File: src/common/fetch_pkg.sv
package fetch_pkg;

   // Instruction word width in bits
   localparam int DATA_W = 32;

   // Word address of the instruction RAM
   localparam int ADDR_W = 10;

   // Number of words in the instruction RAM
   localparam int MEM_DEPTH = 1 << ADDR_W;

   // Program counter width
   // The PC is a byte address, so word address = PC[ADDR_W+1:2]
   localparam int PC_W = 32;

   // sll $0,$0,0 encodes as all zeros
   // Goes into the fetch output register in place of a squashed word
   localparam logic [DATA_W-1:0] NOP_INSTR = '0;

   // Program loader FSM
   typedef enum logic [1:0] {
      LD_IDLE,    // Waiting for the first start pulse
      LD_COLLECT, // Shifting in bytes of the current word
      LD_WRITE    // Word complete, one write request to the RAM
   } loader_state_t;

   // Holder of the single RAM port in a given cycle
   typedef enum logic {
      OWN_FETCH,  // Fetch unit reads
      OWN_LOADER  // Loader writes, fetch waits
   } mem_owner_t;

endpackage

File: src/fetch/fetch_unit.sv
`timescale 1ns/1ps

// Program counter and next-PC selection for the IF stage
// The PC is a byte address, the RAM sees bits ADDR_W+1:2 of it
module fetch_unit (
   input  logic                         i_clk,
   input  logic                         i_rst,
   input  logic                         i_grant,         // RAM port is ours this cycle
   input  logic                         i_stall,         // Hold the PC, level
   input  logic                         i_branch_taken,  // One-cycle strobe from decode
   input  logic [fetch_pkg::PC_W-1:0]   i_branch_target, // Byte address
   output logic [fetch_pkg::ADDR_W-1:0] o_fetch_addr,    // Word address to the arbiter
   output logic                         o_flush,         // Squash the word read this cycle
   output logic                         o_if_id_we,      // IF/ID register enable
   output logic [fetch_pkg::PC_W-1:0]   o_pc_plus4       // Aligned with the RAM output
);

   logic [fetch_pkg::PC_W-1:0] pc_q;
   logic [fetch_pkg::PC_W-1:0] pc_next;
   logic [fetch_pkg::PC_W-1:0] pc_plus4;
   logic [fetch_pkg::PC_W-1:0] pc_plus4_q;
   logic                       branch_ok;  // Branch seen while we own the port

   assign pc_plus4  = pc_q + fetch_pkg::PC_W'(4);
   assign branch_ok = i_branch_taken & i_grant;

   // Next PC
   // Branch beats stall, no grant means the cycle belongs to the loader
   always_comb begin
      if (branch_ok) begin
         pc_next = i_branch_target;
      end else if (i_grant && !i_stall) begin
         pc_next = pc_plus4;
      end else begin
         pc_next = pc_q;  // Same word gets read again
      end
   end

   always_ff @(posedge i_clk) begin
      if (i_rst) begin
         pc_q <= '0;
      end else begin
         pc_q <= pc_next;
      end
   end

   // PC+4 of the word being read, registered in step with the RAM read register
   // so decode sees the pair together
   always_ff @(posedge i_clk) begin
      if (i_rst) begin
         pc_plus4_q <= '0;
      end else begin
         pc_plus4_q <= pc_plus4;
      end
   end

   // Word address, low two bits are the byte offset
   assign o_fetch_addr = pc_q[fetch_pkg::ADDR_W+1:2];

   // Wrong-path word read this cycle comes out as NOP
   assign o_flush = branch_ok;

   // IF/ID advances only when fetch runs and decode is not stalled
   assign o_if_id_we = i_grant & ~i_stall;

   assign o_pc_plus4 = pc_plus4_q;

endmodule

File: config.mk
export PLATFORM = sky130hd
export DESIGN_NAME = fetch_unit
export DESIGN_NICKNAME = d
export VERILOG_FILES = /design/src/common/fetch_pkg.sv /design/src/fetch/fetch_unit.sv
export SDC_FILE = /design/constraint.sdc
export NUM_CORES = 1
export LEC_CHECK = 0
export BUFFER_PORTS_ARGS = -buffer_cell sky130_fd_sc_hd__buf_2
export CORE_ASPECT_RATIO = 2
export CORE_MARGIN = 3
export CORE_UTILIZATION = 40
export DETAILED_ROUTE_END_ITERATION = 8
export SLEW_MARGIN = 10
export SYNTH_ARGS = -nofsm -noshare
export SYNTH_HDL_FRONTEND = slang
export SYNTH_SLANG_ARGS = --single-unit
File: constraint.sdc
create_clock -name i_clk -period 2.53 [get_ports i_clk]
set_input_delay 0.253 -clock i_clk [delete_from_list [all_inputs] [get_ports i_clk]]
set_output_delay 0.253 -clock i_clk [all_outputs]
set_load 0.01 [all_outputs]
==> metrics.md <==
| Metric | Value |
|---|---|
| Outcome | completed |
| Max Clock Freq | 467 MHz |
| Top FF cell, synth | dfxtp_1 |
| Largest net degree at the start of global routing | 33 |
| Ys Warns | 0 |
| Setup violations, final | 0 |
| Worst Path Required | 2.74 ns |
| DRC Markers | 0 |
| # clock sinks | 64 |
| Unrepaired setup endpoints after global routing | false |
| Min-Delay Endpoint | pc_q[1] |
| Wl on met1 | approximately 3000 um |
| Met2 WL post-DR | 4400 um |
| GRT overflow | 0 |
| Die footprint | 8500 um2 |
| Num CTS Buffers | 9 |
| Placed Instance Area | approximately 3400 um2 |
| Metal3 WL | 424 um |
| CTS tree | yes |
| CTS Buffer Depth | 2 |
| Leak | approximately 0.0015 uW |
| Total routed wirelength | 8000 um |
| Tmin final | between 2 and 2.5 ns |
| PortBufs | 80 |
| WS Path Type | reg -> reg |
| HP Class | in -> reg |
| ANT nets after route | 0 |
| Critical Path AT | roughly 2.4 ns |
| Area Growth Syn to Fin | 25.4% |
| WHS Path Cells | 3 |
| Critical R2R Launch | pc_q[2] |
| Placed wire-length estimate | 5890 um |
| Final Max Tran Viols | 0 |
| Initial Util | between 40% and 50% |
| Hold buffers post-CTS | 0 |
| Antenna violations before repair | 0 |
| Vias in the first global route | approximately 2700 |
| Final TNS setup | 0 ns |
| Cell variety after synth | 50 |
| Cell count after synthesis | between 300 and 400 |
| Vias per cell | 5.35 |
| R2R Setup Slk | between 0.3 and 0.4 ns |
| CP max FO | 8 |
| VDD IR-drop max | about 460 uV |
| CTS clk-pin slew, worst paths | about 0.050 ns |
| Fillers | 692 |
| Pre-antenna DRT Iters | 4 |
| P per Cell Area | between 700 and 800 nW/um2 |
| First-pass GRT wire length | 13100 um |
| Worst Hold Launch | i_branch_target[1] |
| Crit. End Element | flop |
| EDFF count, synth | 0 |
| # IOs | 81 |
| Fin crit share | about 85% |
| Slew margin rel. | about 63% |
| CTS Root Cell | clkbuf_16 |
| Nets | 456 |
| Ant diodes | 0 |
| Syn avg cell area | about 8.4 um2 |
| Total number of vias | 2747 |
| Top Layer Used | met4 |
| Register area share after synthesis | between 40% and 50% |
| Row Count | 43 |
| Post-route cell area | 3700 um2 |
| Die width | about 67 um |
| R2R Path End | pc_q[20] |
| Worst slew pin tran | about 0.56 ns |
| Fraction of registers with async set/reset | 0% |
| GPL Wtd Cong | 0.866 |
| Utilization after layout | around 52% |
| PostCTS Resize Cnt | 0 |
| Hold Fails Final Rpt | 0 |
| Max cap viols | 0 |
| Yosys reg bits | between 60 and 70 |
| Wire length per cell | roughly 16 um |
| Mapped Nets | between 300 and 400 |
| Worst-skew pair later-pin latency | 0.33 ns |
| Initial DRC count | ~180 |
| Layout cells sized above 1 | 27.4% |
| Post-CTS setup buffers | 0 |
| Reg2Reg Depth | 6 |
| Core ar. | roughly 7000 um2 |
| H-tree depth | 3 |
| Worst Setup Start Kind | flop |
| DIE HEIGHT | 127 um |
| Total GRT Usage | 20.4% |
| Synthesized cell area | about 2900 um2 |
| Fin Clk Skew | ~0.0073 ns |
## cells in the final DEF, fill, tap and decap left out, drive strengths merged, types with 4 or more instances in the layout
| cell | Yosys | routed |
|---|---|---|
| dfxtp | 64 | 64 |
| nor3 | 10 | 10 |
| nand4 | 11 | 11 |
| a21oi | 8 | 8 |
| nor2 | 68 | 68 |
| a22oi | 11 | 11 |
| inv | 5 | 5 |
| o21ai | 11 | 11 |
| nand3 | 12 | 12 |
| clkbuf | 17 | 14 |
| nand2 | 27 | 27 |
| xor2 | 14 | 14 |
| buf | 17 | 90 |
| xnor2 | 14 | 14 |
| o22ai | 8 | 8 |
| nor2b | 4 | 4 |
| nor4 | 6 | 6 |
## worst max path at each step
stage                  from        to  slack, ns  cells after the start
finish              pc_q[2]  pc_q[20]       0.39                      6
global route        pc_q[4]  pc_q[26]       0.19                      5
CTS                 pc_q[2]  pc_q[20]       0.39                      6
detailed placement  pc_q[2]  pc_q[20]       0.42                      6
global placement    pc_q[2]  pc_q[22]       0.50                      6
floorplan           pc_q[2]  pc_q[22]       0.58                      6
## logic make-up (layout without fill, tap and decap cells)
kind of cell             after synthesis  count (layout)  share of synthesized area, %
multiplexers                           2               2                         0.679
XOR/XNOR                              28              28                          8.32
AO/OA/AOI/OAI                         61              61                          14.9
AND/OR/NAND/NOR                      155             155                          25.7
flip-flops                            64              64                          43.4
buffers and inverters                 40             112                          6.58
adder cells (fa/ha/maj)                1               1                         0.424
## Yosys cell counts (3+ instances only)
| cell type | n | share of area (%) |
|---|---|---|
| nand3_1 | 12 | 2.0 |
| o21ai_0 | 11 | 1.9 |
| nand2b_1 | 3 | 0.64 |
| buf_2 | 5 | 0.85 |
| nand2_1 | 27 | 3.4 |
| o31ai_1 | 3 | 0.76 |
| a22oi_1 | 11 | 2.8 |
| nand4_1 | 8 | 1.7 |
| nor3b_1 | 3 | 0.76 |
| o22ai_1 | 8 | 1.7 |
| a221oi_1 | 3 | 0.89 |
| clkbuf_1 | 17 | 2.2 |
| a21oi_1 | 8 | 1.4 |
| nor4_1 | 5 | 1.1 |
| inv_1 | 5 | 0.64 |
| buf_4 | 10 | 2.5 |
| and3_1 | 3 | 0.64 |
| nor2b_1 | 4 | 0.85 |
| nor2_1 | 68 | 8.7 |
| xnor2_1 | 14 | 4.2 |
| nor3_1 | 9 | 1.5 |
| dfxtp_1 | 64 | 43 |
| xor2_1 | 14 | 4.2 |
## critical path, cell delays in order (launching register included)
cell,delay [ns]
dfxtp_1,0.46
ha_1,0.30
inv_1,0.10
or4_4,0.57
or2_2,0.32
o31ai_1,0.22
a21oi_1,0.06
## per-stage QoR
step           hold slack (ns)  power [uW]  setup WS [ns]  std cells
3_3_place_gp             0.441        1400          0.499        497
2_1_floorplan            0.389        1300          0.579        351
5_1_grt                  0.157        2770          0.191        513
6_report                 0.157        2680          0.389        513
3_5_place_dp             0.443        1400          0.420        497
4_1_cts                  0.146        2700          0.394        513
## report_power, final
part	switching (uW)	leakage (uW)	internal (uW)	total, uW
Clock	432	0.000159	868	1300
Sequential	58.9	0.000525	1060	1120
Combinational	141	0.000857	113	254
Total	632	0.00154	2050	2680
## metal layers
metal  vias up  global-route usage (%)
li1       1345                       -
met1      1310                    21.3
met2        77                    36.4
met3        15                    5.10
met4         0                    10.4
met5         -                       0
## state kept, by name, summed over array words and instances, names as in the netlist
name and flops:
pc_q 32, o_pc_plus4 32
## cell type report
class	instances	area [um2]	area share (%)
Multi-Input combinational cell	247	1470	39.9
Sequential cell	64	1280	34.7
Clock buffer	14	284	7.68
Inverter	6	22.5	0.609
Clock inverter	2	35.0	0.948
Timing Repair Buffer	90	488	13.2
Tap cell	90	113	3.05
Power figures use the tool's default switching activity.
