### config.mk
export PLATFORM = sky130hd
export DESIGN_NAME = prog_loader
export DESIGN_NICKNAME = d
export VERILOG_FILES = /design/src/common/fetch_pkg.sv /design/src/loader/prog_loader.sv
export SDC_FILE = /design/constraint.sdc
export NUM_CORES = 1
export LEC_CHECK = 0
export BUFFER_PORTS_ARGS = -buffer_cell sky130_fd_sc_hd__buf_4
export CAP_MARGIN = 15
export CORE_UTILIZATION = 45
export CTS_BUF_LIST = sky130_fd_sc_hd__clkbuf_16
export DETAILED_ROUTE_END_ITERATION = 7
export PLACE_DENSITY = 0.75
export SETUP_SLACK_MARGIN = 0.3
export SLEW_MARGIN = 0
export SYNTH_ARGS = -nofsm -noshare
export SYNTH_HDL_FRONTEND = slang
export SYNTH_SLANG_ARGS = --single-unit
### constraint.sdc
create_clock -name i_clk -period 2.05 [get_ports i_clk]
set_clock_uncertainty 0.2 [all_clocks]
set_input_delay 0.205 -clock i_clk [delete_from_list [all_inputs] [get_ports i_clk]]
set_output_delay 0.205 -clock i_clk [all_outputs]
set_load 0.02 [all_outputs]
### src/common/fetch_pkg.sv
package fetch_pkg;

   // Instruction word width in bits
   localparam int DATA_W = 32;

   // Word address of the instruction RAM
   localparam int ADDR_W = 10;

   // Number of words in the instruction RAM
   localparam int MEM_DEPTH = 1 << ADDR_W;

   // Program counter width
   // The PC is a byte address, so word address = PC[ADDR_W+1:2]
   localparam int PC_W = 32;

   // sll $0,$0,0 encodes as all zeros
   // Goes into the fetch output register in place of a squashed word
   localparam logic [DATA_W-1:0] NOP_INSTR = '0;

   // Program loader FSM
   typedef enum logic [1:0] {
      LD_IDLE,    // Waiting for the first start pulse
      LD_COLLECT, // Shifting in bytes of the current word
      LD_WRITE    // Word complete, one write request to the RAM
   } loader_state_t;

   // Holder of the single RAM port in a given cycle
   typedef enum logic {
      OWN_FETCH,  // Fetch unit reads
      OWN_LOADER  // Loader writes, fetch waits
   } mem_owner_t;

endpackage

### src/loader/prog_loader.sv
`timescale 1ns/1ps

// Debug-link program loader
// Packs four bytes into one little-endian word and writes it at the next address
module prog_loader (
   input  logic                         i_clk,
   input  logic                         i_rst,
   input  logic                         i_load_start,   // Restart at word 0
   input  logic [7:0]                   i_byte,         // Byte from the debug link
   input  logic                         i_byte_valid,   // Byte strobe
   output logic                         o_wr_req,       // One-cycle write request
   output logic [fetch_pkg::ADDR_W-1:0] o_wr_addr,      // Word address of the write
   output logic [fetch_pkg::DATA_W-1:0] o_wr_data,      // Assembled word
   output logic [fetch_pkg::ADDR_W:0]   o_words_loaded  // Words written since reset
);

   fetch_pkg::loader_state_t state_q;
   fetch_pkg::loader_state_t state_d;

   logic [1:0]                   byte_cnt_q;  // Bytes of the current word so far
   logic [fetch_pkg::ADDR_W-1:0] ptr_q;       // Next write address
   logic [fetch_pkg::ADDR_W:0]   words_q;
   logic [fetch_pkg::DATA_W-1:0] word_q;      // Shift register, first byte ends up in [7:0]
   logic                         take_byte;

   // Bytes only count while collecting, a byte during LD_WRITE is lost
   assign take_byte = i_byte_valid && (state_q == fetch_pkg::LD_COLLECT);

   // Next state
   always_comb begin
      state_d = state_q;
      if (i_load_start) begin
         state_d = fetch_pkg::LD_COLLECT;
      end else begin
         case (state_q)
            fetch_pkg::LD_IDLE:    state_d = fetch_pkg::LD_IDLE;
            fetch_pkg::LD_COLLECT: begin
               if (take_byte && byte_cnt_q == 2'd3) begin
                  state_d = fetch_pkg::LD_WRITE;  // Fourth byte completes the word
               end
            end
            fetch_pkg::LD_WRITE:   state_d = fetch_pkg::LD_COLLECT;
            default:               state_d = fetch_pkg::LD_IDLE;
         endcase
      end
   end

   // Control state
   always_ff @(posedge i_clk) begin
      if (i_rst) begin
         state_q    <= fetch_pkg::LD_IDLE;
         byte_cnt_q <= '0;
         ptr_q      <= '0;
         words_q    <= '0;
      end else begin
         state_q <= state_d;
         if (i_load_start) begin
            byte_cnt_q <= '0;
            ptr_q      <= '0;
         end else begin
            if (take_byte) begin
               byte_cnt_q <= byte_cnt_q + 2'd1;  // Wraps to 0 after the fourth byte
            end
            if (state_q == fetch_pkg::LD_WRITE) begin
               ptr_q   <= ptr_q + 1'b1;   // Write lands at the old pointer this edge
               words_q <= words_q + 1'b1;
            end
         end
      end
   end

   // Little-endian assembly, new bytes enter at the top and move down
   always_ff @(posedge i_clk) begin
      if (take_byte) begin
         word_q <= {i_byte, word_q[fetch_pkg::DATA_W-1:8]};
      end
   end

   assign o_wr_req       = (state_q == fetch_pkg::LD_WRITE);
   assign o_wr_addr      = ptr_q;
   assign o_wr_data      = word_q;
   assign o_words_loaded = words_q;

endmodule

==> run_results.csv <==
group,metric,value,unit
clocking,clk_latency,320,ps
global_routing,grt_overflow,0,
sta,hold-worst-slack,6.430,ps
sta,rsz0062_at_grt,"true",
die,die_h,70.31,um
clocking,cts_buffers,9,
placement,port_buffers,65,
sta,drv_slew,0,
route,post_drt_wl_per_cell,15.41,um
global_routing,antenna_found_initial,0,
global_routing,gr-usage-met1,23.47,%
finish,final_cells,307,
finish,ff_latch_area,1468,sq um
worst_setup_path,crit_path_end_kind,"flip-flop",
clocking,cts_sinks,57,
run_status,outcome,"finished clean",
clocking,ctsRootBufferMaster,"clkbuf_16",
logic_synthesis,synthAdderAreaFrac,1.788,%
finish,nets,265,
route,vias_per_cell,5.274,
clocking,cts_tree,"done",
die,coreArea,4414,sq um
global_routing,grt_util_met3,6.061,%
clocking,clk_pin_slew,50,ps
placement,dpl-instance-area,2664,sq um
clocking,ctsLongestPathBuffers,2,
logic_synthesis,synth_compound_area_share,6.317,%
finish,syn_to_final_growth,52.80,%
flow_run,cap_violations,0,
route,routed_wl,4.731,mm
die,ios,66,
worst_setup_path,worstPathRequired,2100,ps
logic_synthesis,yosys.area_share.simple,14.48,%
placement,dp.cells,273,
logic_synthesis,syn_avg_cell_area,13.04,sq um
die,initial_core_util,47.56,%
finish,mostFrequentLayoutCell,"buf_4",
route,drcViolationCount,0,
logic_synthesis,syn_inst,161,
global_routing,grt_busiest_layer,"met2",
finish,post-route-cell-area,3208,sq um
sta,slew_headroom,79.27,%
worst_setup_path,crit_arrival,1790,ps
finish,final_util,72.68,%
worst_setup_path,start_kind,"flip-flop",
global_routing,grt_pass1_wl,7.548,mm
global_routing,grtUsageMet2,32.49,%
placement,dpl_worst_slack,150.2,ps
global_routing,grt_pass1_vias,1593,
logic_synthesis,synth_seq_cells,57,
die,die_x,70.31,um
sta,max_freq,574.5,MHz
finish,antenna_cells,0,
die,num_rows,24,
sta,max_slew.worst_pin.slew,308.1,ps
clocking,cts_max_level,3,
sta,fin_tns_setup,0,ps
logic_synthesis,yosysSeqAreaShare,69.61,%
sta,setup_violations,0,
route,ant_nets,0,
logic_synthesis,yosys.area_share.xor_xnor,2.086,%
logic_synthesis,synth.distinct_cells,30,
global_routing,grt_usage,20.27,%
finish,num-fill-cells,312,
route,num_vias,1619,
sta,finalCritPeriodShare,84.90,%
finish,most-common-layout-cells,"74 x buf_4, 32 x edfxtp_1, 22 x dfxtp_1",
worst_setup_path,worstSetupPathType,"flip-flop to flip-flop",
min_path,timing.hold.worst.class,"primary input to flip-flop",
power_and_ir_drop,powerDensity,917.0,nW/um^2
worst_setup_path,worstPathMaxFanout,8,
logic_synthesis,synth_top_family_by_area,"simple AND/OR/NAND/NOR gates",
finish,multi_input_area,666.9,sq um
logic_synthesis,yosysWarnings,0,
sta,hold_viol,0,
placement,gp_congestion,0.7201,
die,die-area,4943,sq um
global_routing,grt_max_degree,36,
route,first_pass_iters,4,
logic_synthesis,syn_area,2100,sq um
power_and_ir_drop,power_leakage,1.270,nW
placement,dpl.hpwl,2.832,mm
power_and_ir_drop,power,2.942,mW
sta,finalCriticalPeriod,1741,ps
power_and_ir_drop,vdd_ir_drop_max,0.6681,mV
logic_synthesis,synth_nets,176,
sta,timing.final.ws_setup,309.5,ps
route,drtIter0Drc,67,
finish,drive_gt1_share,42.75,%
logic_synthesis,muxShareOfSynthArea,3.516,%
==> area by class of cell <==
cell class / count / area share, %
clock buffer: 9 / 7.020
clock inverter: 7 / 2.964
inverter: 6 / 0.7020
multi-input combinational: 92 / 20.79
sequential: 57 / 45.75
tap: 52 / 2.028
timing repair buffer: 84 / 20.75
==> critical path: stages, from the launching register on <==
cell     delay, ps
dfxtp_4        380
or3b_4         450
or4_4          510
a21oi_2        140
==> cell families after synthesis <==
logic type | after synthesis
muxes | 7
DFF | 57
and+or+nand+nor | 54
xor gates and xnor gates | 5
adders and majority gates | 3
buffers and inverters | 12
AOI/OAI and AO/OA | 23
==> synth_stat cells <==
master | number | area, sq um
edfxtp_1 | 32 | 960.9
dfxtp_1 | 25 | 500.5
nor2_1 | 14 | 52.55
a21oi_1 | 11 | 55.05
nand2_1 | 7 | 26.28
inv_1 | 6 | 22.52
or3_1 | 6 | 37.54
clkbuf_1 | 5 | 18.77
o21ai_0 | 5 | 25.02
o31ai_1 | 5 | 37.54
or4_1 | 5 | 37.54
mux2i_1 | 4 | 40.04
nor4_1 | 4 | 25.02
xnor2_1 | 4 | 35.03
ha_1 | 3 | 37.54
mux2_2 | 3 | 33.78
nand3_1 | 3 | 15.01
nor2b_1 | 3 | 18.77
and3b_1 | 2 | 17.52
nand3b_1 | 2 | 15.01
nand4_1 | 2 | 12.51
o21a_1 | 2 | 15.01
and3_1 | 1 | 6.260
buf_2 | 1 | 5.000
nand4b_1 | 1 | 8.760
nand4bb_1 | 1 | 11.26
nor3_1 | 1 | 5.000
or2_2 | 1 | 6.260
or3b_1 | 1 | 8.760
xor2_1 | 1 | 8.760
==> state kept, by name (all words and copies together), names as in the netlist <==
name / cells
state_q: 2
byte_cnt_q: 2
o_wr_addr: 10
o_wr_data: 32
o_words_loaded: 11
==> final timing paths <==
path	start	endpoint	slack, ps	depth (start not counted)
max	state_q[1]	o_words_loaded[3]	310	3
min	i_load_start	o_wr_addr[9]	6	3
max reg2reg	state_q[1]	o_words_loaded[3]	310	3
min reg2reg	o_wr_data[14]	o_wr_data[6]	250	0
==> power by group <==
group	internal, mW	switching, mW	leakage [nW]	total (mW)
clock	1.06	0.505	0.155	1.57
sequential	1.23	0.0127	0.499	1.25
combinational	0.0613	0.0674	0.616	0.129
==> routing by layer <==
layer | up-vias | part of all wire, %
li1 | 778 | -
met1 | 767 | 40
met2 | 59 | 53
met3 | 15 | 4.2
met4 | 0 | 3.3
met5 | - | 0
==> what timing repair did <==
action / 4_1_cts / 5_1_grt
buffers inserted: 3 / 6
pin swaps: 3 / 4
hold buffers: 9 / 0
endpoints found under the setup margin: 6 / 7
gates resized for setup: 6 / 8
hold endpoints to repair: 18 / 0
Note: power is estimated with default switching activity, not from simulation.
