[config.mk]
export PLATFORM = sky130hd
export DESIGN_NAME = imem_arbiter
export DESIGN_NICKNAME = d
export VERILOG_FILES = /design/src/common/fetch_pkg.sv /design/src/source/imem_arbiter.sv
export SDC_FILE = /design/constraint.sdc
export NUM_CORES = 1
export LEC_CHECK = 0
export BUFFER_PORTS_ARGS = -buffer_cell sky130_fd_sc_hd__clkbuf_2
export CELL_PAD_IN_SITES_DETAIL_PLACEMENT = 1
export CELL_PAD_IN_SITES_GLOBAL_PLACEMENT = 1
export CORE_UTILIZATION = 13
export CTS_CLUSTER_DIAMETER = 30
export DETAILED_ROUTE_END_ITERATION = 7
export PLACE_DENSITY = 0.84
export SYNTH_ARGS = -nofsm -noshare
export SYNTH_HDL_FRONTEND = slang
export SYNTH_SLANG_ARGS = --single-unit
export TNS_END_PERCENT = 20
[constraint.sdc]
create_clock -name i_clk -period 1.7 [get_ports i_clk]
set_clock_uncertainty 0.1 [all_clocks]
set_input_delay 0.17 -clock i_clk [delete_from_list [all_inputs] [get_ports i_clk]]
set_output_delay 0.17 -clock i_clk [all_outputs]
set_load 0.02 [all_outputs]
[src/common/fetch_pkg.sv]
package fetch_pkg;

   // Instruction word width in bits
   localparam int DATA_W = 32;

   // Word address of the instruction RAM
   localparam int ADDR_W = 10;

   // Number of words in the instruction RAM
   localparam int MEM_DEPTH = 1 << ADDR_W;

   // Program counter width
   // The PC is a byte address, so word address = PC[ADDR_W+1:2]
   localparam int PC_W = 32;

   // sll $0,$0,0 encodes as all zeros
   // Goes into the fetch output register in place of a squashed word
   localparam logic [DATA_W-1:0] NOP_INSTR = '0;

   // Program loader FSM
   typedef enum logic [1:0] {
      LD_IDLE,    // Waiting for the first start pulse
      LD_COLLECT, // Shifting in bytes of the current word
      LD_WRITE    // Word complete, one write request to the RAM
   } loader_state_t;

   // Holder of the single RAM port in a given cycle
   typedef enum logic {
      OWN_FETCH,  // Fetch unit reads
      OWN_LOADER  // Loader writes, fetch waits
   } mem_owner_t;

endpackage

[src/source/imem_arbiter.sv]
`timescale 1ns/1ps

// Shares the RAM port between the fetch unit and the program loader
// The loader always wins, fetch simply loses that cycle
module imem_arbiter (
   input  logic                         i_clk,
   input  logic                         i_rst,
   input  logic [fetch_pkg::ADDR_W-1:0] i_fetch_addr,  // Read address from fetch
   input  logic                         i_ld_req,      // Loader write strobe
   input  logic [fetch_pkg::ADDR_W-1:0] i_ld_addr,     // Loader write address
   input  logic [fetch_pkg::DATA_W-1:0] i_ld_data,     // Loader write data
   output logic [fetch_pkg::ADDR_W-1:0] o_mem_addr,
   output logic [fetch_pkg::DATA_W-1:0] o_mem_data,
   output logic                         o_mem_we,
   output logic                         o_fetch_grant, // Fetch owns the port this cycle
   output logic                         o_instr_valid  // RAM output holds a fetched word
);

   fetch_pkg::mem_owner_t owner;    // Owner in the current cycle
   fetch_pkg::mem_owner_t owner_q;  // Owner of the word now in the RAM output register

   // Fixed priority, loader first
   always_comb begin
      if (i_ld_req) begin
         owner = fetch_pkg::OWN_LOADER;
      end else begin
         owner = fetch_pkg::OWN_FETCH;
      end
   end

   // Port mux
   assign o_mem_addr    = (owner == fetch_pkg::OWN_LOADER) ? i_ld_addr : i_fetch_addr;
   assign o_mem_data    = i_ld_data;                          // Only the loader writes
   assign o_mem_we      = (owner == fetch_pkg::OWN_LOADER);
   assign o_fetch_grant = (owner == fetch_pkg::OWN_FETCH);

   // Track who filled the RAM output register
   always_ff @(posedge i_clk) begin
      if (i_rst) begin
         owner_q <= fetch_pkg::OWN_LOADER;  // Output after reset is not a fetched word
      end else begin
         owner_q <= owner;
      end
   end

   // A write cycle leaves the written data on the RAM output, so no valid then
   assign o_instr_valid = (owner_q == fetch_pkg::OWN_FETCH);

endmodule

==> PnR_summary.wiki, run 1 <==
{| class="wikitable"
! Metric !! Value
|-
| CP arrival || just over 1 ns
|-
| Layout-stage area growth over the synthesis result || -6.61%
|-
| Nets in the synthesized netlist || around 100
|-
| Post-detailed-route count of antenna-violating nets || 0
|-
| Largest family of logic cells by synthesized area || buffers and inverters
|-
| Type of destination of the critical path || output pin
|-
| Starting utilization of the core area || 14.0%
|-
| Post-synthesis share of cell area spent on full adders, half adders and majority gates || 0%
|-
| Final setup violation count || 0
|-
| MaxCap Viol Count || 0
|-
| GRT Total Usage || 5.02%
|-
| Final cycle utilization of the critical path || roughly three quarters
|-
| Count of routing violations after the opening detailed-route iteration || 1
|-
| Largest cells by area after synthesis || buf_4 57%, mux2_4 28%, mux2_2 5.2%, dfxtp_1 4.6%, buf_6 2.6%
|-
| Pin count of the biggest net entering global routing || 14
|-
| Endpoint of the worst hold-timing path || o_mem_data[10]
|-
| Category of the most critical setup path || in -> out
|-
| Startpoint of the worst hold path || i_ld_data[10]
|-
| Registers with the highest flip-flop counts || owner_q: 1 flops
|-
| Detailed-route wire length per cell || around 11 um
|-
| Multiplexer share of the synthesized area || approximately a third
|-
| Biggest area consumer among synthesized cells || buf_4
|-
| Endpoint required time on the critical path || 1.43 ns
|-
| Maximum fanout along the worst path || 13
|-
| Power density normalized to cell area || approximately 350 nW/um^2
|-
| Worst-case setup slack after placement || about 0.41 ns
|-
| Post-synthesis area per instance || 9.07 sq um
|-
| Number of global-route vias before repair || 298
|-
| Count of flip-flops with a built-in enable after synthesis || 0
|-
| Most frequent cell after synthesis || buf_4
|-
| Setup WS post-layout || roughly 0.42 ns
|-
| Flip-flop count of the largest register, all copies and words added || 1
|-
| Final cell count without fillers || a little over 90
|-
| Tightest Hold Check Type || in -> out
|-
| CTS-repair resized insts || 0
|-
| Cell count after synthesis || 48
|-
| Count of buffers inserted at the top-level ports || 35
|-
| Xor-xnor portion of the synthesized cell area || 0%
|-
| Most used flip-flop cell after synthesis || dfxtp_1
|-
| Final max-slew violation count || 0
|-
| Synthesized-area fraction occupied by ao, oa, aoi and oai cells || 0%
|-
| Final period demand of the worst path || roughly 1.3 ns
|-
| Die area || 3590 sq um
|-
| Share of layout cells above drive strength 1 || roughly 92%
|-
| Number of fill cells in the layout || a little under 400
|-
| Number of antenna violations at the first check in global routing || 0
|-
| Routability congestion estimate from global placement || between 0.6 and 0.7
|-
| Area fraction in and, or, nand and nor cells after synthesis || under 10%
|-
| Diodes inserted || 0
|-
| Cell count after placement || 93
|-
| Sum Neg Setup Slack || 0 ns
|-
| Vias || roughly 280
|-
| Worst vdd ir || between 0.00005 and 0.00006 V
|-
| Nets || 106
|-
| Wire length of the first global-routing pass || around 1.4 mm
|-
| DIE WIDTH || between 50 and 60 um
|-
| Run status || complete, no violations
|-
| Length of the first detailed-routing pass in iterations || 2
|-
| Reg with most FFs || owner_q
|-
| Number of distinct standard cells referenced by the synthesized netlist || 7
|-
| Total grt overflow || 0
|-
| Io pins || 100
|-
| Number of warnings reported in the yosys synthesis log || 0
|-
| Leading cell types by count after synthesis || 33 x buf_4, 8 x mux2_4, 2 x inv_1, 2 x mux2_2
|-
| Post-detailed-route DRC marker count || 0
|-
| Num rows || 20
|-
| Number of instances on the worst hold path || 0
|-
| Setup repair after global routing missed its margin || false
|-
| Average via count per standard cell || roughly 3.0
|-
| Sequential share of the synthesized area || under 10%
|-
| Share of flip-flops with an asynchronous set or reset after synthesis || 0%
|-
| Placeable Area || 3100 sq um
|-
| Hold violation count in the final report || 0
|-
| Max-slew headroom || roughly three quarters
|-
| Y dimension of the die || about 60 um
|-
| Post-synth design cell area || about 440 sq um
|-
| Worst Tran Pin Value || about 0.37 ns
|-
| Startpoint class of the critical path || input pin
|-
| Hold buffers post-CTS || 0
|-
| Post-CTS repair timing setup buffer count || 0
|-
| Final Hold Slack || 0.240 ns
|-
| Share of Yosys cell area claimed by the top area cell type || between 50% and 60%
|-
| Maximum frequency from static timing analysis || approximately 780 MHz
|-
| Post-detailed-routing wire length || 1.05 mm
|-
| Seq cells post-synth || 1
|-
| Static Leak || between 0.2 and 0.25 nW
|}
worst max-delay path by stage:
stage	cells after the start	end	startpoint	slack (ns)
after detailed placement	3	o_mem_addr[9]	i_ld_req	0.41
after global routing	3	o_mem_addr[9]	i_ld_req	0.38
after CTS	3	o_mem_addr[9]	i_ld_req	0.41
final	3	o_mem_addr[9]	i_ld_req	0.42
after floorplan	2	o_mem_addr[0]	i_ld_req	0.79
after global placement	3	o_mem_addr[7]	i_ld_req	0.42
metrics by stage:
stage	total power, mW	utilization, %	cell area [sq um]
6_report	0.143	13.1	407
3_3_place_gp	0.145	13.1	407
4_1_cts	0.146	13.1	407
3_5_place_dp	0.146	13.1	407
2_1_floorplan	0.206	-	435
5_1_grt	0.152	13.1	407
report_power, final:
| part | switching [mW] | leakage, nW | internal, mW |
|---|---|---|---|
| Sequential | 0.000297 | 0.00836 | 0.0252 |
| Clock | 0 | 0 | 0 |
| Combinational | 0.0595 | 0.234 | 0.0584 |
| Total | 0.0598 | 0.243 | 0.0836 |
worst max-delay path, stage by stage:
cell and delay [ns]:
clkbuf_2 0.31, mux2_2 0.38, clkbuf_2 0.15
layout make-up:
class                           instances  area, sq um  area share [%]
Tap cell                               44         55.1            13.5
Multi-Input combinational cell         11          149            36.6
Inverter                                2         7.51            1.85
Sequential cell                         1         20.0            4.92
Timing Repair Buffer                   35          175            43.1
placed cells by master (no fill, tap or decap):
master    instances
clkbuf_2         35
or2_1             1
dfxtp_1           1
mux2_4            8
inv_1             2
mux2_2            2
logic make-up (layout without fill, tap and decap cells):
kind of cell  count (synthesis)  in the layout
mux                          10             10
simple gates                  1              1
flops                         1              1
buf+inv                      36             37
per-layer routing:
layer	vias up	track usage (%)	wire [um]
met5	-	0	0
met4	0	0.664	5
met3	2	2.81	181
met2	27	9.52	567
met1	126	4.76	299
li1	120	-	-
No activity file was read; power rests on OpenSTA's default activity.
==> run 2, diff against run 1 <==
--- a/config.mk
+++ b/config.mk
@@ -8,10 +8,10 @@
 export BUFFER_PORTS_ARGS = -buffer_cell sky130_fd_sc_hd__clkbuf_2
 export CELL_PAD_IN_SITES_DETAIL_PLACEMENT = 1
 export CELL_PAD_IN_SITES_GLOBAL_PLACEMENT = 1
-export CORE_UTILIZATION = 13
+export CORE_UTILIZATION = 12
 export CTS_CLUSTER_DIAMETER = 30
 export DETAILED_ROUTE_END_ITERATION = 7
-export PLACE_DENSITY = 0.84
+export PLACE_DENSITY = 0.78
 export SYNTH_ARGS = -nofsm -noshare
 export SYNTH_HDL_FRONTEND = slang
 export SYNTH_SLANG_ARGS = --single-unit
==> constraint.sdc (replaced) <==
create_clock -name i_clk -period 1.2 [get_ports i_clk]
set_clock_uncertainty 0.1 [all_clocks]
set_input_delay 0.12 -clock i_clk [delete_from_list [all_inputs] [get_ports i_clk]]
set_output_delay 0.12 -clock i_clk [all_outputs]
set_load 0.02 [all_outputs]
==> run 2 against run 1 <==
Effect of this change:
- die area grew 8.0%
- core utilization fell by 1.1 points
- via count is 0.36% lower
- total power grew 43%
- final cell count increased by 2.2%
- sequential power rose by 42%
- setup slack got worse by 0.37 ns
- first-iteration DRC count stayed put
- sequential share of layout area hardly changed
- global-route usage rose by 0.98 points
- hold slack worse by 0.10 ns
- final area grew 0.62%
- critical endpoint unchanged
==> PnR_summary.wiki, run 2 (synthesis gave the netlist of run 1 again) <==
{| class="wikitable"
! Metric !! Value
|-
| Number of global-route vias before repair || 322 (+8.1%)
|-
| Portion of total power attributed to combinational logic || 82.4% (+0.2 points)
|-
| Number of fill cells in the layout || 433 (+9.6%)
|-
| Count of buffers inserted at the top-level ports || 35 (unchanged)
|-
| Routed wl met3 || 237 um (+31%)
|-
| Switching share of total power || 42.3% (+0.60 points)
|-
| Switching power || 0.0869 mW (+45%)
|-
| Vias || 274 (-0.36%)
|-
| Run status || complete, no violations
|-
| Final max-slew violation count || 0 (unchanged)
|-
| CP arrival || 0.93 ns (-0.08 ns)
|-
| Power density normalized to cell area || 502 nW/um^2 (+42%)
|-
| Die area || 3870 sq um (+8.0%)
|-
| Registers with the highest flip-flop counts || owner_q: 1 flops
|-
| Design Power || 0.205 mW (+43%)
|-
| Maximum fanout along the worst path || 13 (unchanged)
|-
| Hold buffers post-CTS || 0 (unchanged)
|-
| Io pins || 100 (unchanged)
|-
| Pin count of the biggest net entering global routing || 14 (unchanged)
|-
| Final period demand of the worst path || roughly 1.2 ns
|-
| Post-CTS repair timing setup buffer count || 0 (unchanged)
|-
| Worst vdd ir || 0.000121 V (+120%)
|-
| Most frequent standard cell in the layout excluding fill and tap cells || clkbuf_2
|-
| DIE WIDTH || 62.2 um (+3.9%)
|-
| Met1 wire length || 458 um (+53%)
|-
| Maximum frequency from static timing analysis || ~870 MHz
|-
| Average via count per standard cell || 2.88 (-2.5%)
|-
| Clock network fraction of design power || 0% (unchanged)
|-
| Number of antenna violations at the first check in global routing || 0 (unchanged)
|-
| Uppermost layer routed || met4
|-
| Storage cell area || 20.0 sq um (unchanged)
|-
| Startpoint class of the critical path || input pin
|-
| Hold violation count in the final report || 0 (unchanged)
|-
| DR WL met2 || 504 um (-11%)
|-
| Total grt overflow || 0 (unchanged)
|-
| Int Power || 0.118 mW (+42%)
|-
| Routability congestion estimate from global placement || 0.702 (+11%)
|-
| Flip-flop count of the largest register, all copies and words added || 1 (unchanged)
|-
| Y dimension of the die || 62.2 um (+3.9%)
|-
| Length of the first detailed-routing pass in iterations || 2 (unchanged)
|-
| Flop pwr share || 17.6% (-0.2 points)
|-
| Sum Neg Setup Slack || 0 ns (unchanged)
|-
| Post-detailed-route DRC marker count || 0 (unchanged)
|-
| Count of routing violations after the opening detailed-route iteration || 1 (unchanged)
|-
| Final cycle utilization of the critical path || 96.2%
|-
| MaxCap Viol Count || 0 (unchanged)
|-
| Worst Tran Pin Value || 0.322 ns (-0.0451 ns)
|-
| Num rows || 21 (+5.0%)
|-
| Final cell count without fillers || 95 (+2.2%)
|-
| Commonest cells after routing, fill and taps aside || 34 x clkbuf_2, 8 x mux2_4, 2 x inv_1, 2 x mux2_2
|-
| Nets || 106 (unchanged)
|-
| Post-detailed-route count of antenna-violating nets || 0 (unchanged)
|-
| Detailed-route wire length per cell || 12.8 um (+13%)
|-
| Layout-stage area growth over the synthesis result || -6.03%
|-
| Max-slew headroom || 78.5% (+3.0 points)
|-
| Tightest Hold Check Type || in -> out
|-
| GRT Total Usage || 6.00% (+0.98 points)
|-
| Multi-input gate area || 149 sq um (unchanged)
|-
| Placeable Area || 3420 sq um (+10%)
|-
| Type of destination of the critical path || output pin
|-
| Diodes inserted || 0 (unchanged)
|-
| Cell count after placement || 95 (+2.2%)
|-
| Final setup violation count || 0 (unchanged)
|-
| Share of layout cells above drive strength 1 || 91.8% (unchanged)
|-
| Post-detailed-routing wire length || 1.21 mm (+15%)
|-
| Setup repair after global routing missed its margin || false
|-
| Endpoint required time on the critical path || 0.98 ns (-0.45 ns)
|-
| Category of the most critical setup path || in -> out
|-
| Reg with most FFs || owner_q
|-
| Static Leak || 0.242 nW (about the same)
|-
| Starting utilization of the core area || 12.7% (-1.3 points)
|-
| Wire length of the first global-routing pass || 1.81 mm (+33%)
|}
## run 2: cell count changes in the layout (fill, tap and decap cells not counted), sizes merged
cell and change:
buf +1, clkbuf -1
## run 2: metrics by stage
stage          cell area, sq um  setup WS (ns)  hold slack [ns]  utilization, %
2_1_floorplan               435          0.389            0.117               -
3_3_place_gp                409         0.0226            0.140            12.0
3_5_place_dp                409         0.0136            0.140            12.0
4_1_cts                     409         0.0143            0.140            12.0
5_1_grt                     409        0.00288            0.140            12.0
6_report                    409         0.0458            0.140            12.0
## run 2: repair_timing
item,in CTS,in global routing
hold endpoints to repair,0,0
gates resized for setup,0,1
endpoints found under the setup margin,0,2
## run 2: per-layer routing
layer  track usage [%]  vias up
met5                 0        -
met4              1.74        0
met3              3.49        8
met2              9.20       30
met1              7.02      116
li1                  -      120
## run 2: final cells by class
class | count | share of cell area, %
Timing Repair Buffer | 35 | 42.8
Multi-Input combinational cell | 11 | 36.4
Inverter | 2 | 1.83
Sequential cell | 1 | 4.89
Tap cell | 46 | 14.1
## run 2: worst paths after layout
kind	endpoint	slack, ns	depth (start not counted)	startpoint
worst max-delay path	o_mem_addr[9]	0.05	3	i_ld_req
worst min-delay path	o_mem_data[17]	0.14	0	i_ld_data[17]
## run 2: critical path: stages
cell and delay [ns]:
buf_2 0.29, mux2_2 0.37, clkbuf_2 0.15
## run 2: power groups by stage
stage	sequential [mW]	combinational, mW	clock, mW
3_3_place_gp	0.0360	0.170	0
4_1_cts	0.0361	0.173	0
5_1_grt	0.0362	0.181	0
2_1_floorplan	0.0360	0.256	0
3_5_place_dp	0.0361	0.173	0
6_report	0.0361	0.169	0
==> run 3, diff against run 2 <==
==> constraint.sdc (replaced) <==
create_clock -name i_clk -period 1.2 [get_ports i_clk]
set_clock_uncertainty 0.1 [all_clocks]
set_input_delay 0.12 -clock i_clk [delete_from_list [all_inputs] [get_ports i_clk]]
set_output_delay 0.12 -clock i_clk [all_outputs]
set_load 0.1 [all_outputs]
==> run 3 against run 2 <==
Effect of this change:
- sequential share of layout area fell by 1.7 points
- final cell count rose by 1.1%
- die area did not move
- flip-flop and latch count did not move
- fmax rose by 2.6%
- global-route usage rose by 0.27 points
- hold slack barely moved
- core utilization rose by 6.3 points
- sequential power barely moved
- critical path depth rose by 1
- routed wire length rose by 2.6%
- critical path type unchanged
- largest power group unchanged
==> PnR_summary.wiki, run 3 (synthesis gave the netlist of run 1 again) <==
{| class="wikitable"
! Metric !! Value
|-
| Endpoint required time on the critical path || 0.98 ns (about the same)
|-
| Starting utilization of the core area || 12.7% (unchanged)
|-
| Power density normalized to cell area || 836 nW/um^2 (+67%)
|-
| Maximum fanout along the worst path || 11 (-2)
|-
| Count of buffers inserted at the top-level ports || 35 (unchanged)
|-
| Y dimension of the die || 62.2 um (unchanged)
|-
| Worst vdd ir || 0.000194 V (+60%)
|-
| Commonest cells after routing, fill and taps aside || 22 x clkbuf_2, 14 x buf_12, 8 x mux2_4
|-
| Count of routing violations after the opening detailed-route iteration || 3 (+2)
|-
| Vias || 282 (+2.9%)
|-
| Static Leak || 0.319 nW (+32%)
|-
| Worst Tran Pin Value || 0.103 ns (-0.220 ns)
|-
| Type of destination of the critical path || output pin
|-
| Layout-stage area growth over the synthesis result || 43.4%
|-
| Post-detailed-route count of antenna-violating nets || 0 (unchanged)
|-
| Max-slew headroom || 93.2% (+15 points)
|-
| Share of layout cells above drive strength 1 || 92.0% (+0.16 points)
|-
| Finished Core Util || 18.3% (+6.3 points)
|-
| CP arrival || 0.90 ns (-0.03 ns)
|-
| GRT Total Usage || 6.27% (+0.27 points)
|-
| DP Area || 624 sq um (+53%)
|-
| Category of the most critical setup path || in -> out
|-
| Detailed-route wire length per cell || 13.0 um (+1.5%)
|-
| Run status || complete, no violations
|-
| Pin count of the biggest net entering global routing || 12 (-2)
|-
| MaxCap Viol Count || 0 (unchanged)
|-
| Final setup violation count || 0 (unchanged)
|-
| Hold buffers post-CTS || 0 (unchanged)
|-
| Post-detailed-route DRC marker count || 0 (unchanged)
|-
| Flip-flop count of the largest register, all copies and words added || 1 (unchanged)
|-
| Io pins || 100 (unchanged)
|-
| DIE WIDTH || 62.2 um (unchanged)
|-
| Storage cell area || 20.0 sq um (unchanged)
|-
| Number of global-route vias before repair || 343 (+6.5%)
|-
| Routability congestion estimate from global placement || 0.639 (-9.0%)
|-
| Most frequent standard cell in the layout excluding fill and tap cells || clkbuf_2
|-
| Multi-input gate area || 149 sq um (unchanged)
|-
| Num rows || 21 (unchanged)
|-
| Number of antenna violations at the first check in global routing || 0 (unchanged)
|-
| Maximum frequency from static timing analysis || 889 MHz (+2.6%)
|-
| Hold violation count in the final report || 0 (unchanged)
|-
| Total grt overflow || 0 (unchanged)
|-
| Final period demand of the worst path || 1.12 ns (-0.0297 ns)
|-
| Registers with the highest flip-flop counts || owner_q: 1 flops
|-
| Placeable Area || 3420 sq um (unchanged)
|-
| Startpoint class of the critical path || input pin
|-
| Sum Neg Setup Slack || 0 ns (unchanged)
|-
| Post-route standard cell area excluding fillers || 624 sq um (+53%)
|-
| CTS-repair resized insts || 0 (unchanged)
|-
| Reg with most FFs || owner_q
|-
| Number of fill cells in the layout || 406 (-6.2%)
|-
| Setup repair after global routing missed its margin || false
|-
| Final max-slew violation count || 0 (unchanged)
|-
| Wire length of the first global-routing pass || 1.90 mm (+5.4%)
|-
| Tightest Hold Check Type || in -> out
|-
| Post-CTS repair timing setup buffer count || 0 (unchanged)
|-
| Diodes inserted || 0 (unchanged)
|-
| Post-detailed-routing wire length || 1.25 mm (+2.6%)
|-
| Nets || 107 (+0.94%)
|-
| Average via count per standard cell || 2.94 (+1.8%)
|-
| Length of the first detailed-routing pass in iterations || 4 (+2)
|-
| Die area || 3870 sq um (unchanged)
|-
| Final cycle utilization of the critical path || 93.7% (-2.5 points)
|}
==> run 3: changes by cell type in the layout (fill, tap and decap cells not counted), sizes merged <==
cell	before	now
buf	1	14
clkbuf	34	22
==> run 3: per-stage QoR <==
| stage | power [mW] | instances | worst slack, ns | hold slack, ns |
|---|---|---|---|---|
| 3_5_place_dp | 0.528 | 96 | 0.0721 | 0.141 |
| 2_1_floorplan | 0.837 | 48 | 0.119 | 0.117 |
| 4_1_cts | 0.528 | 96 | 0.0723 | 0.141 |
| 5_1_grt | 0.536 | 96 | 0.0478 | 0.140 |
| 3_3_place_gp | 0.524 | 96 | 0.0754 | 0.141 |
| 6_report | 0.522 | 96 | 0.0754 | 0.140 |
==> run 3: cell type report <==
class,instances,share of cell area [%]
Inverter,2,1.20
Sequential cell,1,3.21
Timing Repair Buffer,36,62.5
Multi-Input combinational cell,11,23.8
Tap cell,46,9.22
==> run 3: critical path, stage by stage <==
cell	delay (ns)
clkbuf_2	0.13
buf_12	0.15
mux2_4	0.32
buf_12	0.17
==> run 3: power by group <==
group	internal, mW	leakage (nW)	switching (mW)
clock	0	0	0
combinational	0.190	0.311	0.296
sequential	0.0357	0.00836	0.000357
total	0.226	0.319	0.296
==> run 3: path summary, 6_finish.rpt <==
kind           from             end  depth (start not counted)
max        i_ld_req   o_mem_addr[4]                          4
min   i_ld_data[17]  o_mem_data[17]                          0
==> run 3: routing by layer <==
metal	vias to the layer above	wire (um)	GRT usage [%]	share of wire, %
met3	8	211	3.68	17
met4	0	13	1.74	1.0
met2	30	569	10.7	46
met5	-	0	0	0
met1	122	449	6.48	36
li1	122	-	-	-
